[config.mk]
export PLATFORM = sky130hd
export DESIGN_NAME = sysCtrl
export DESIGN_NICKNAME = d
export VERILOG_FILES = /design/src/common/sysCtrlPkg.sv /design/src/rtl/sysCtrl.sv /design/src/rtl/respSender.sv /design/src/rtl/cmdDecoder.sv
export SDC_FILE = /design/constraint.sdc
export NUM_CORES = 1
export LEC_CHECK = 0
export CAP_MARGIN = 20
export CORE_ASPECT_RATIO = 0.6
export CORE_MARGIN = 10
export CORE_UTILIZATION = 40
export DETAILED_ROUTE_END_ITERATION = 8
export DONT_BUFFER_PORTS = 1
export HOLD_SLACK_MARGIN = 0.08
export SYNTH_ARGS = -nofsm -noshare
export SYNTH_HDL_FRONTEND = slang
export SYNTH_SLANG_ARGS = --single-unit
[constraint.sdc]
create_clock -name REF_CLK -period 2.8 [get_ports REF_CLK]
set_input_delay 0.56 -clock REF_CLK [delete_from_list [all_inputs] [get_ports REF_CLK]]
set_output_delay 0.56 -clock REF_CLK [all_outputs]
set_load 0.1 [all_outputs]
[src/common/sysCtrlPkg.sv]
package sysCtrlPkg;

    // Fixed widths shared by the controller and its request structs
    parameter int DataWidth   = 8;                  // UART and register file byte
    parameter int AddrWidth   = 4;                  // Register file has 16 entries
    parameter int AluFunWidth = 4;                  // ALU function select
    parameter int AluOutWidth = 2 * DataWidth;      // Full ALU result, two bytes

    // Command bytes as they arrive from the UART receiver
    typedef enum logic [7:0]
    {
        RfWrite   = 8'hAA,                          // Address byte, then data byte
        RfRead    = 8'hBB,                          // Address byte only
        AluWithOp = 8'hCC,                          // Operand A, operand B, function
        AluNoOp   = 8'hDD                           // Function byte only
    } cmdOpcodeE;

    // Register file request port
    typedef struct packed
    {
        logic                 wrEn;                 // One write per cycle while high
        logic                 rdEn;                 // Held until read data returns
        logic [AddrWidth-1:0] addr;                 // Shared read/write address
        logic [DataWidth-1:0] wrData;               // Write payload
    } rfReqT;

    // ALU request port
    typedef struct packed
    {
        logic                   en;                 // Start, held until result returns
        logic                   clkEn;              // ALU clock gate enable
        logic [AluFunWidth-1:0] fun;                // Operation select
    } aluReqT;

    // Decoder to sender, one response per command
    typedef struct packed
    {
        logic                   valid;              // Single-cycle pulse
        logic                   isWide;             // Payload is an ALU result
        logic [AluOutWidth-1:0] payload;            // Read byte zero-extended, or ALU result
    } respReqT;

endpackage
[src/rtl/sysCtrl.sv]
`timescale 1ns/1ps

module sysCtrl
    import sysCtrlPkg::*;
#(
    parameter logic [AddrWidth-1:0] OperandAAddr = 0,   // ALU operand A register
    parameter logic [AddrWidth-1:0] OperandBAddr = 1    // ALU operand B register
)
(
    input  logic                   REF_CLK,
    input  logic                   RST,
    input  logic [DataWidth-1:0]   rxData,              // UART receiver byte
    input  logic                   rxValid,
    input  logic [DataWidth-1:0]   rfRdData,            // Register file read port
    input  logic                   rfRdValid,
    input  logic [AluOutWidth-1:0] aluOut,              // ALU result port
    input  logic                   aluOutValid,
    input  logic                   txBusy,              // UART transmitter status
    output rfReqT                  rfReq,
    output aluReqT                 aluReq,
    output logic [DataWidth-1:0]   txData,
    output logic                   txValid
);

    respReqT respReq;                                   // Result handed to the sender
    logic    respDone;                                  // Sender finished, decoder may resume

    // Command FSM, drives register file and ALU
    cmdDecoder #(
        .OperandAAddr (OperandAAddr),
        .OperandBAddr (OperandBAddr)
    ) cmdDecoder_i (
        .REF_CLK     (REF_CLK),
        .RST         (RST),
        .rxData      (rxData),
        .rxValid     (rxValid),
        .rfRdData    (rfRdData),
        .rfRdValid   (rfRdValid),
        .aluOut      (aluOut),
        .aluOutValid (aluOutValid),
        .respDone    (respDone),
        .rfReq       (rfReq),
        .aluReq      (aluReq),
        .respReq     (respReq)
    );

    // Byte sequencer toward the transmitter
    respSender respSender_i (
        .REF_CLK  (REF_CLK),
        .RST      (RST),
        .respReq  (respReq),
        .txBusy   (txBusy),
        .txData   (txData),
        .txValid  (txValid),
        .respDone (respDone)
    );

endmodule

[src/rtl/respSender.sv]
`timescale 1ns/1ps

module respSender
    import sysCtrlPkg::*;
(
    input  logic                 REF_CLK,
    input  logic                 RST,
    input  respReqT              respReq,               // From the decoder
    input  logic                 txBusy,                // Transmitter back-pressure
    output logic [DataWidth-1:0] txData,
    output logic                 txValid,               // One byte per high cycle
    output logic                 respDone               // Last byte of response sent
);

    typedef enum logic [1:0]
    {
        Idle,                                           // No response pending
        SendLow,                                        // Low byte waiting for txBusy low
        Gap,                                            // Let the sink raise txBusy
        SendHigh                                        // High byte waiting for txBusy low
    } stateE;

    stateE                  state;
    stateE                  nextState;
    logic [AluOutWidth-1:0] payloadReg;                 // Response held across back-pressure
    logic                   hasHigh;                    // Second byte follows the low byte
    logic                   highNonZero;

    assign highNonZero = |respReq.payload[AluOutWidth-1:DataWidth];

    always_ff @(posedge REF_CLK or negedge RST)
    begin
        if (!RST)
        begin
            state   <= Idle;
            hasHigh <= 1'b0;
        end
        else
        begin
            state <= nextState;
            if (state == Idle && respReq.valid)
            begin
                hasHigh <= respReq.isWide && highNonZero;   // Reads stay one byte
            end
        end
    end

    always_ff @(posedge REF_CLK)
    begin
        if (state == Idle && respReq.valid)
        begin
            payloadReg <= respReq.payload;
        end
    end

    always_comb
    begin
        nextState = state;
        txValid   = 1'b0;
        respDone  = 1'b0;
        txData    = payloadReg[DataWidth-1:0];          // Low byte first
        case (state)
            Idle:
            begin
                if (respReq.valid)
                begin
                    nextState = SendLow;
                end
            end
            SendLow:
            begin
                if (!txBusy)
                begin
                    txValid = 1'b1;
                    if (hasHigh)
                    begin
                        nextState = Gap;
                    end
                    else
                    begin
                        respDone  = 1'b1;               // Single-byte response ends here
                        nextState = Idle;
                    end
                end
            end
            Gap:
            begin
                nextState = SendHigh;                   // txBusy not sampled this cycle
            end
            SendHigh:
            begin
                txData = payloadReg[AluOutWidth-1:DataWidth];
                if (!txBusy)
                begin
                    txValid   = 1'b1;
                    respDone  = 1'b1;
                    nextState = Idle;
                end
            end
            default:
            begin
                nextState = Idle;
            end
        endcase
    end

    // No byte offered to a busy transmitter
    assert property (@(posedge REF_CLK) disable iff (!RST) !(txValid && txBusy));

    // Decoder never starts a new response while one is in flight
    assert property (@(posedge REF_CLK) disable iff (!RST) respReq.valid |-> state == Idle);

endmodule

[src/rtl/cmdDecoder.sv]
`timescale 1ns/1ps

module cmdDecoder
    import sysCtrlPkg::*;
#(
    parameter logic [AddrWidth-1:0] OperandAAddr = 0,   // Register feeding ALU input A
    parameter logic [AddrWidth-1:0] OperandBAddr = 1    // Register feeding ALU input B
)
(
    input  logic                   REF_CLK,
    input  logic                   RST,
    input  logic [DataWidth-1:0]   rxData,              // Received byte
    input  logic                   rxValid,             // One byte per high cycle
    input  logic [DataWidth-1:0]   rfRdData,
    input  logic                   rfRdValid,
    input  logic [AluOutWidth-1:0] aluOut,
    input  logic                   aluOutValid,
    input  logic                   respDone,            // Last response byte sent
    output rfReqT                  rfReq,
    output aluReqT                 aluReq,
    output respReqT                respReq
);

    typedef enum logic [3:0]
    {
        Idle,                                           // Waiting for an opcode
        WrAddr,                                         // Write command, address byte next
        WrData,                                         // Write command, data byte next
        RdAddr,                                         // Read command, address byte next
        RdWait,                                         // Read issued, waiting for data
        OpA,                                            // Operand A byte next
        OpB,                                            // Operand B byte next
        AluFun,                                         // Function byte next
        AluWait,                                        // ALU busy
        Respond                                         // Sender owns the transmitter
    } stateE;

    stateE                  state;
    stateE                  nextState;
    cmdOpcodeE              rxOpcode;
    logic [AddrWidth-1:0]   addrReg;                    // Captured address byte
    logic                   addrEn;
    logic [AluFunWidth-1:0] funReg;                     // Function held for the ALU wait
    logic                   funEn;
    logic                   resultSeen;                 // Read data or ALU result this cycle
    logic                   respValid;
    logic                   respWide;
    logic [AluOutWidth-1:0] respPayload;

    assign rxOpcode   = cmdOpcodeE'(rxData);           // Unknown values fall to default
    assign resultSeen = (state == RdWait && rfRdValid) || (state == AluWait && aluOutValid);

    always_ff @(posedge REF_CLK or negedge RST)
    begin
        if (!RST)
        begin
            state <= Idle;
        end
        else
        begin
            state <= nextState;
        end
    end

    // Each receive state advances on one byte, wait states on their valid
    always_comb
    begin
        nextState = state;
        case (state)
            Idle:
            begin
                if (rxValid)
                begin
                    case (rxOpcode)
                        RfWrite:   nextState = WrAddr;
                        RfRead:    nextState = RdAddr;
                        AluWithOp: nextState = OpA;
                        AluNoOp:   nextState = AluFun;
                        default:   nextState = Idle;    // Stray byte dropped
                    endcase
                end
            end
            WrAddr:  nextState = rxValid ? WrData : WrAddr;
            WrData:  nextState = rxValid ? Idle : WrData;       // No response for a write
            RdAddr:  nextState = rxValid ? RdWait : RdAddr;
            RdWait:  nextState = rfRdValid ? Respond : RdWait;
            OpA:     nextState = rxValid ? OpB : OpA;
            OpB:     nextState = rxValid ? AluFun : OpB;
            AluFun:  nextState = rxValid ? AluWait : AluFun;
            AluWait: nextState = aluOutValid ? Respond : AluWait;
            Respond: nextState = respDone ? Idle : Respond;    // rx ignored meanwhile
            default: nextState = Idle;
        endcase
    end

    // Request ports, combinational so a write lands in the byte's own cycle
    always_comb
    begin
        rfReq  = '0;
        aluReq = '0;
        addrEn = 1'b0;
        funEn  = 1'b0;
        case (state)
            WrAddr, RdAddr:
            begin
                addrEn = rxValid;                       // Latch address byte
            end
            WrData:
            begin
                rfReq.wrEn   = rxValid;
                rfReq.addr   = addrReg;
                rfReq.wrData = rxData;
            end
            RdWait:
            begin
                rfReq.rdEn = 1'b1;                      // Held with stable address
                rfReq.addr = addrReg;
            end
            OpA:
            begin
                rfReq.wrEn   = rxValid;
                rfReq.addr   = OperandAAddr;
                rfReq.wrData = rxData;
            end
            OpB:
            begin
                rfReq.wrEn   = rxValid;
                rfReq.addr   = OperandBAddr;
                rfReq.wrData = rxData;
            end
            AluFun:
            begin
                aluReq.clkEn = 1'b1;
                aluReq.en    = rxValid;                 // Start with the function byte
                aluReq.fun   = rxData[AluFunWidth-1:0];
                funEn        = rxValid;
            end
            AluWait:
            begin
                aluReq.clkEn = 1'b1;
                aluReq.en    = 1'b1;                    // Held through the result cycle
                aluReq.fun   = funReg;
            end
            default:
            begin
                addrEn = 1'b0;
            end
        endcase
    end

    always_ff @(posedge REF_CLK)
    begin
        if (addrEn)
        begin
            addrReg <= rxData[AddrWidth-1:0];           // Upper address bits unused
        end
        if (funEn)
        begin
            funReg <= rxData[AluFunWidth-1:0];
        end
    end

    always_ff @(posedge REF_CLK or negedge RST)
    begin
        if (!RST)
        begin
            respValid <= 1'b0;
        end
        else
        begin
            respValid <= resultSeen;                    // Pulse one cycle after result
        end
    end

    always_ff @(posedge REF_CLK)
    begin
        if (resultSeen)
        begin
            respWide    <= (state == AluWait);
            respPayload <= (state == AluWait) ? aluOut
                         : {{(AluOutWidth - DataWidth){1'b0}}, rfRdData};
        end
    end

    assign respReq = '{valid: respValid, isWide: respWide, payload: respPayload};

    // Register file port never reads and writes in one cycle
    assert property (@(posedge REF_CLK) disable iff (!RST) !(rfReq.wrEn && rfReq.rdEn));

    // Sender only finishes a response that this decoder handed over
    assert property (@(posedge REF_CLK) disable iff (!RST) respDone |-> state == Respond);

endmodule

* Word-level counts from Yosys, hierarchy flattened
Cells that the tools add are included.
W data, S select, Z words.
** Cells by class
- Equal/unequal tests :: 20
- Multiplexer cells :: 31
- Reduce and logical (&&, ||, !) cells :: 13
** Operator list (count)
- $pmux W4 S10 :: 1
- $eq A8 B8 Y1 const B :: 4
- $mux W8 :: 3
- $eq A4 B3 Y1 const B :: 4
- $mux W4 :: 4
- $mux W2 :: 7
- $pmux W3 S4 :: 1
- $pmux W6 S2 :: 1
- $mux W1 :: 10
- $eq A4 B2 Y1 const B :: 2
- $eq A4 B4 Y1 const B :: 2
- $ne A2 B2 Y1 const B :: 4
- $pmux W2 S4 :: 1
- $pmux W4 S2 :: 1
- $reduce_or A8 Y1 :: 1
- $reduce_or A2 Y1 :: 3
- $eq A2 B2 Y1 const B :: 2
- $eq A4 B1 Y1 const B :: 1
- $logic_and A1 B1 Y1 :: 4
- $logic_not A4 Y1 :: 1
- $mux W3 :: 1
- $reduce_and A3 Y1 :: 1
- $reduce_or A3 Y1 :: 1
- $eq A2 B1 Y1 const B :: 1
- other kinds (3) :: 3
** Word-level totals
- Flip-flop bits (word level) :: 49
- Output and inout port bits :: 29
- Logic and storage cells :: 74
- Input port bits :: 38

* Depth between registers and ports, before layout
Gate-level depths: netlist of the first run.
- Word-level depth :: 5
- Depth in mapped cells :: 5
- Mapped depth without buffers :: 4

* Modules after synthesis
A second synthesis of the first run with hierarchy kept.
** Second synthesis, totals
- Cell total of the unflattened synthesis :: 168
- Area total of the unflattened synthesis :: 2297.2 um^2
** Modules (own cells, without submodules)
- cmdDecoder :: seq. area each 875.8 um^2, area an instance 1565.3 um^2, cells an instance 128, instances 1
- respSender :: seq. area each 555.5 um^2, area an instance 732.0 um^2, cells an instance 40, instances 1

* Least setup slack after synthesis of the first run
Ideal clock, no wire load.
- Path kind :: register to output
- Start point :: register cmdDecoder_i.state[1]
- End point :: output rfReq[12] (netlist name)
- Stages on the path, launching flop included :: 4
- Data arrival time :: 3.599 ns
- Slack :: -1.359 ns
- Buffers on the path :: 2
- Required time :: 2.240 ns
- Cells stage by stage :: dfrtp_1 -> buf_6 -> buf_2 -> nor4_1
** RTL lines
- start, declared :: RTL line cmdDecoder.sv:38 : stateE state;
- start signal, assigned :: RTL line cmdDecoder.sv:57 : state <= Idle;
- start signal, assigned :: RTL line cmdDecoder.sv:61 : state <= nextState;
- end, declared :: RTL line sysCtrl.sv:19 : output rfReqT rfReq,

* Final worst setup path of the first run
- Start point :: register cmdDecoder_i.state[2]
- End point :: output aluReq[5] (netlist name)
** Between the ends
- Longest elaborated chain between the ends :: 2
** Ends and longest elaborated chain
- $eq A4 B4 Y1 / $eq A4 B3 Y1 (equally long branches) :: RTL line cmdDecoder.sv:103 : case (state)
- $pmux W6 S2 (*) :: RTL line cmdDecoder.sv:103
- end, declared :: RTL line sysCtrl.sv:20 : output aluReqT aluReq,
Mark *: on every way between the ends. The rest lies on a longest branch, timed or not.

==> results of run 1 <==
-- final cells by class --
cell class	count	area [sq um]	share of cell area [%]
inverter	4	15.0	0.524
multi-input combinational	105	811	28.3
clock buffer	5	68.8	2.40
tap	80	100	3.49
clock inverter	2	35.0	1.22
timing repair buffer	30	403	14.1
sequential	49	1430	50.0
-- per-stage QoR --
step           hold slack, ns  setup TNS (ns)  cell area [sq um]  worst slack, ns
2_1_floorplan           0.264          -0.168               2280           -0.168
3_3_place_gp            0.265               0               2750            0.639
3_5_place_dp            0.265               0               2750            0.534
4_1_cts                 0.351               0               2860            0.200
5_1_grt                 0.344               0               2860           0.0238
6_report                0.363               0               2860            0.200
-- Yosys cell counts, types with 4 or more instances --
| library cell | count |
|---|---|
| nand2_1 | 8 |
| and2_1 | 21 |
| a211oi_1 | 4 |
| a22o_1 | 4 |
| dfrtp_1 | 8 |
| nor4_1 | 4 |
| buf_2 | 4 |
| nor2_1 | 5 |
| edfxtp_1 | 41 |
| o21ai_0 | 5 |
| inv_1 | 4 |
| mux2_2 | 11 |
| mux2_1 | 5 |
-- power by group through the flow --
stage | logic (W) | clock network (W) | registers [W]
global placement | 0.000732 | 0 | 0.000915
CTS | 0.000751 | 0.000494 | 0.000902
global route | 0.000780 | 0.000523 | 0.000909
detailed placement | 0.000744 | 0 | 0.000918
floorplan | 0.000579 | 0 | 0.000908
finish | 0.000743 | 0.000476 | 0.000901
-- metal layers --
metal	routed length, um	GRT usage [%]	up-vias
met5	0	0	-
met2	2350	16.8	56
met4	24	2.61	0
met1	2360	14.0	666
li1	-	-	675
met3	517	5.50	2
-- cells by family after synthesis --
| kind of cell | Yosys count | synth area share (%) |
|---|---|---|
| xor+xnor | 1 | 0.386 |
| compound gates | 27 | 8.54 |
| mux | 17 | 8.37 |
| buf+inv | 14 | 3.08 |
| simple gates | 60 | 16.6 |
| flops | 49 | 63.0 |
-- registers in the layout (all words and copies together) (netlist names), named ones only --
name and flops:
cmdDecoder_i.respPayload 16, cmdDecoder_i.respWide 1, respSender_i.state 1, cmdDecoder_i.funReg 4
respSender_i.hasHigh 1, cmdDecoder_i.addrReg 4, cmdDecoder_i.state 4, respSender_i.payloadReg 16
cmdDecoder_i.respValid 1
-- worst register-to-register path, cell delays in order, from the launching register on --
cell	delay, ns
dfrtp_1	0.47
buf_4	0.22
nor2b_1	0.23
and3_1	0.36
a21o_1	0.18
buf_4	0.29
o21bai_1	0.17
-- final timing paths --
path	startpoint	endpoint	slack (ns)	depth (start not counted)
setup / recovery	cmdDecoder_i.state[2]	aluReq[5]	0.20	5
hold / removal	rxData[3]	cmdDecoder_i.addrReg[3]	0.36	0
setup reg to reg	cmdDecoder_i.state[2]	cmdDecoder_i.state[3]	0.80	6
hold reg to reg	cmdDecoder_i.respPayload[1]	respSender_i.payloadReg[1]	0.42	0
max in group asynchronous	RST	cmdDecoder_i.respValid	1.89	1
min in group asynchronous	RST	cmdDecoder_i.state[3]	0.63	1
-- cell usage in the layout, fill, tap and decap left out, drive strengths merged, types with 5 or more instances in the layout --
cell type  instances
a21oi              6
and2              21
buf               29
clkbuf             5
dfrtp              8
edfxtp            41
mux2              16
nand2              8
nor2               5
o21ai              6
==> impl_metrics.py, run 1 <==
metrics = {
    "cells_and_area": {
        "fill_cells": 448,
        "syn_to_final_growth_pct": 26.0,
        "layout-drive-gt1-share_pct": 30.8,
        "final_nets": 233,
        "n_antenna_cell": 0,
        "fin_util_pct": 51.7,
        "final_cells": 275,
    },
    "floorplan": {
        "rows": 21,
        "pin_count": 67,
        "die-area_sq_um": 9190,
        "die_h_um": 78.4,
        "core_sq_um": 5540,
        "start_util_pct": 41.0,
        "die-width_um": 117,
    },
    "place": {
        "port_buffers": 0,
        "place_hpwl_um": 4010,
        "gp_congestion": 0.799,
        "dpl.cell_count": 267,
    },
    "critical_path": {
        "critPathRequiredTime_ns": 2.24,
        "cpMostUsedCell": "buf_4",
        "crit_buf_inv": 2,
        "path_cells": "buf_4, nor2b_1, and3_1, a21o_1, buf_4",
        "critPathMaxStageDelay_ns": 0.47,
        "critPathArrivalTime_ns": 2.04,
        "start_kind": "flip-flop",
        "critical_path.endpoint_type": "output pin",
        "cpMaxStageDelayCell": "dfrtp_1",
        "path_delay_family": "simple AND/OR/NAND/NOR gates",
        "worstPathMaxFanout": 10,
        "setup.worst_path.class": "flip-flop to output pin",
    },
    "power_and_ir_drop": {
        "sw_frac_of_total_pct": 36.9,
        "power.switching_w": 0.000783,
        "peakVddDrop_uv": 294,
        "p_seq_share_pct": 42.5,
        "internal_power_w": 0.00134,
        "combPwrFrac_pct": 35.0,
        "finalPower_w": 0.00212,
        "power_density_nw_per_um2": 740,
        "p_leak_nw": 1.02,
        "clockPowerShare_pct": 22.5,
    },
    "cts": {
        "cts_setup_buffers": 0,
        "clk_pin_slew_worst_paths_ns": 0.08,
        "htreeDepth": 2,
        "cts_buffer_depth": 2,
        "cts_root_buf": "clkbuf_8",
        "cts_buffers": 5,
        "hold_buffers": 1,
        "cts_tree": "yes",
        "cts-resized-gates": 0,
        "cts_sinks": 49,
        "insertion_delay_ns": 0.29,
    },
    "global_route": {
        "grt_pass1_wl_um": 8210,
        "grtUsageTotal_pct": 11.1,
        "grt_pass1_vias": 1477,
        "grt_max_degree": 20,
        "antenna_found_initial": 0,
        "overflow": 0,
    },
    "synth": {
        "synth_nets": 206,
        "yosys_warnings": 0,
        "synth_area_leader_cell": "edfxtp_1",
        "synthArstFlopShare_pct": 16.3,
        "yosysTopAreaCellShare_pct": 54.2,
        "synthCells": 168,
        "syn_avg_cell_area_sq_um": 13.5,
        "synth_edf_count": 41,
        "synthFlopType": "edfxtp_1",
        "netlist_area_sq_um": 2270,
        "synth_cell_types": 41,
        "synthTopCellsByArea": "edfxtp_1, dfrtp_1, and2_1",
        "ys_seq_area_share_pct": 63.0,
        "ys_ff_latch": 49,
    },
    "worst_hold_path": {
        "hold_class": "primary input to flip-flop",
    },
    "timing": {
        "final_max_slew_viol_count": 0,
        "grt_setup_unrepaired": "no",
        "timing.final.hold_violations": 0,
        "fin_skew_ns": 0.00536,
        "worstMarginPinSlew_ns": 0.621,
        "slew_headroom_pct": 58.3,
        "fmax_ghz": 0.385,
        "fin_crit_ns": 2.60,
        "post-route-period-util_pct": 92.9,
        "setup_viol": 0,
    },
    "detailed_routing": {
        "drc": 0,
        "drt.antenna.violating_nets": 0,
        "wl_per_cell_um": 19.1,
        "drt-initial-drc-count": 58,
        "routed-via-count": 1399,
        "firstDrtPassIters": 4,
        "routed_wl_um": 5250,
        "viasPerCell": 5.09,
    },
    "status": {
        "status": "finished clean",
    },
    "run": {
        "cap_viol_max_count": 0,
    },
}
(Power assumes the default switching activity.)
==> inputs of run 2 (changes only) <==
Settings changed: CTS_BUF_LIST set to sky130_fd_sc_hd__clkbuf_4 sky130_fd_sc_hd__clkbuf_8.
Clock period 2.8 ns to 2.2 ns, I/O delays scaled along.
==> impl_metrics.py, run 2 (synthesized netlist as in run 1, its figures left out) <==
metrics = {
    "worst_hold_path": {
        "hp-start": "rxData[0]",
        "hold_class": "primary input to flip-flop",
        "holdPathStages": 0,
        "hold_end": "cmdDecoder_i.addrReg[0]",
    },
    "cells_and_area": {
        "final-seq-area_sq_um": 1430,
        "syn_to_final_growth_pct": 38.6,
        "final_cells": 285,
        "most-common-layout-cells": "edfxtp_1, buf_12, buf_4",
        "fin_util_pct": 56.8,
        "reg_top3": "cmdDecoder_i.respPayload (16), respSender_i.payloadReg (16)",
        "n_antenna_cell": 0,
        "fill_cells": 440,
        "final_nets": 242,
        "multiInputGateArea_sq_um": 942,
        "layout-drive-gt1-share_pct": 43.9,
        "finish.instance_area_sq_um": 3150,
        "final_common_cell": "edfxtp_1",
    },
    "floorplan": {
        "die-width_um": 117,
        "die-area_sq_um": 9190,
        "start_util_pct": 41.0,
        "pin_count": 67,
        "rows": 21,
        "core_sq_um": 5540,
        "die_h_um": 78.4,
    },
    "critical_path": {
        "critical_path.endpoint_type": "output pin",
        "rr_startpoint": "cmdDecoder_i.state[0]",
        "worstPathMaxFanout": 5,
        "start_kind": "flip-flop",
        "critPathArrivalTime_ns": 1.78,
        "r2r_slack_ns": 0.23,
        "setup.worst_path.class": "flip-flop to output pin",
        "rr_endpoint": "cmdDecoder_i.respPayload[4]",
        "ff2ff_path_depth": 6,
        "critPathRequiredTime_ns": 1.76,
    },
    "global_route": {
        "grt_max_degree": 20,
        "grt_pass1_vias": 1521,
        "antenna_found_initial": 0,
        "grt_pass1_wl_um": 8650,
        "overflow": 0,
        "grtUsageTotal_pct": 12.0,
    },
    "run": {
        "cap_viol_max_count": 0,
    },
    "cts": {
        "cts_root_buf": "clkbuf_8",
        "cts_buffers": 5,
        "cts_sinks": 49,
        "insertion_delay_ns": 0.30,
        "clk_pin_slew_worst_paths_ns": 0.09,
        "htreeDepth": 2,
        "cts_tree": "yes",
        "cts_buffer_depth": 2,
    },
    "timing": {
        "post-route-period-util_pct": 101,
        "setup_viol": 5,
        "slew_headroom_pct": 55.8,
        "worstMarginPinSlew_ns": 0.658,
        "final_max_slew_viol_count": 0,
        "fin_crit_ns": 2.22,
        "fmax_ghz": 0.449,
        "grt_setup_unrepaired": "yes",
        "fin_ws_ns": -0.0248,
        "timing.final.hold_violations": 0,
        "fin_skew_ns": 0.00809,
    },
    "detailed_routing": {
        "firstDrtPassIters": 5,
        "viasPerCell": 5.09,
        "wl_per_cell_um": 19.2,
        "drt-initial-drc-count": 54,
        "routed-via-count": 1451,
        "drt.antenna.violating_nets": 0,
        "drc": 0,
        "routed_wl_um": 5480,
    },
    "place": {
        "gp_congestion": 0.761,
        "pre_cts_slack_ns": 0.195,
        "place_hpwl_um": 4030,
        "dpl.cell_count": 271,
        "placedInstanceArea_sq_um": 2870,
        "port_buffers": 0,
    },
    "power_and_ir_drop": {
        "peakVddDrop_uv": 526,
        "power_density_nw_per_um2": 909,
        "p_leak_nw": 1.16,
    },
    "status": {
        "violations": "setup timing",
        "status": "complete, but fails checks",
    },
}
==> run 2: critical path: stages (launching register included) <==
cell and delay [ns]:
dfrtp_2 0.44, inv_2 0.05, or3_4 0.41, a21oi_4 0.22, and2_4 0.19, buf_12 0.16
==> run 2: layout make-up <==
type	instances	share of cell area, %
Tap cell	80	3.18
Timing Repair Buffer	38	17.4
Multi-Input combinational cell	106	29.9
Sequential cell	49	45.5
Clock inverter	3	1.31
Inverter	4	0.477
Clock buffer	5	2.19
==> run 2: where the power goes <==
group          switching, W  internal (W)  total [W]
clock              0.000301      0.000335   0.000636
sequential        0.0000534       0.00110    0.00115
combinational      0.000707      0.000366    0.00107
==> run 2: timing repair <==
| action | 4_1_cts | 5_1_grt |
|---|---|---|
| hold buffers | 1 | 0 |
| resized for setup | 11 | 24 |
| setup buffers | 1 | 3 |
| gates cloned | 1 | 0 |
| endpoints found under the setup margin | 18 | 27 |
| pin swaps | 4 | 8 |
| endpoints found under the hold margin | 8 | 0 |
==> run 2: how the worst max path moves through the flow <==
stage                                     start        end  slack (ns)  cells after the start
after floorplan           cmdDecoder_i.state[1]  rfReq[12]      -0.006                      3
final                     cmdDecoder_i.state[2]   rfReq[2]       -0.02                      5
after global routing      cmdDecoder_i.state[0]   rfReq[7]       -0.10                      5
after CTS                 cmdDecoder_i.state[0]   rfReq[2]       -0.04                      5
after global placement    cmdDecoder_i.state[0]   rfReq[3]        0.22                      5
after detailed placement  cmdDecoder_i.state[2]   rfReq[2]        0.19                      5
==> run 2: per-layer routing <==
| metal | GRT usage [%] | part of all wire [%] | vias up | wire [um] |
|---|---|---|---|---|
| li1 | - | - | 701 | - |
| met3 | 5.00 | 7.6 | 7 | 417 |
| met1 | 16.1 | 47 | 691 | 2570 |
| met2 | 17.1 | 44 | 52 | 2440 |
| met4 | 4.10 | 1.1 | 0 | 58 |
| met5 | 0 | 0 | - | 0 |
==> run 2: per-stage QoR <==
| stage | hold slack [ns] | setup TNS [ns] | total power (W) |
|---|---|---|---|
| after floorplan | 0.144 | -0.00583 | 0.00190 |
| after global placement | 0.145 | 0 | 0.00215 |
| after detailed placement | 0.145 | 0 | 0.00216 |
| after CTS | 0.215 | -0.332 | 0.00282 |
| after global routing | 0.205 | -0.971 | 0.00298 |
| final | 0.228 | -0.118 | 0.00286 |
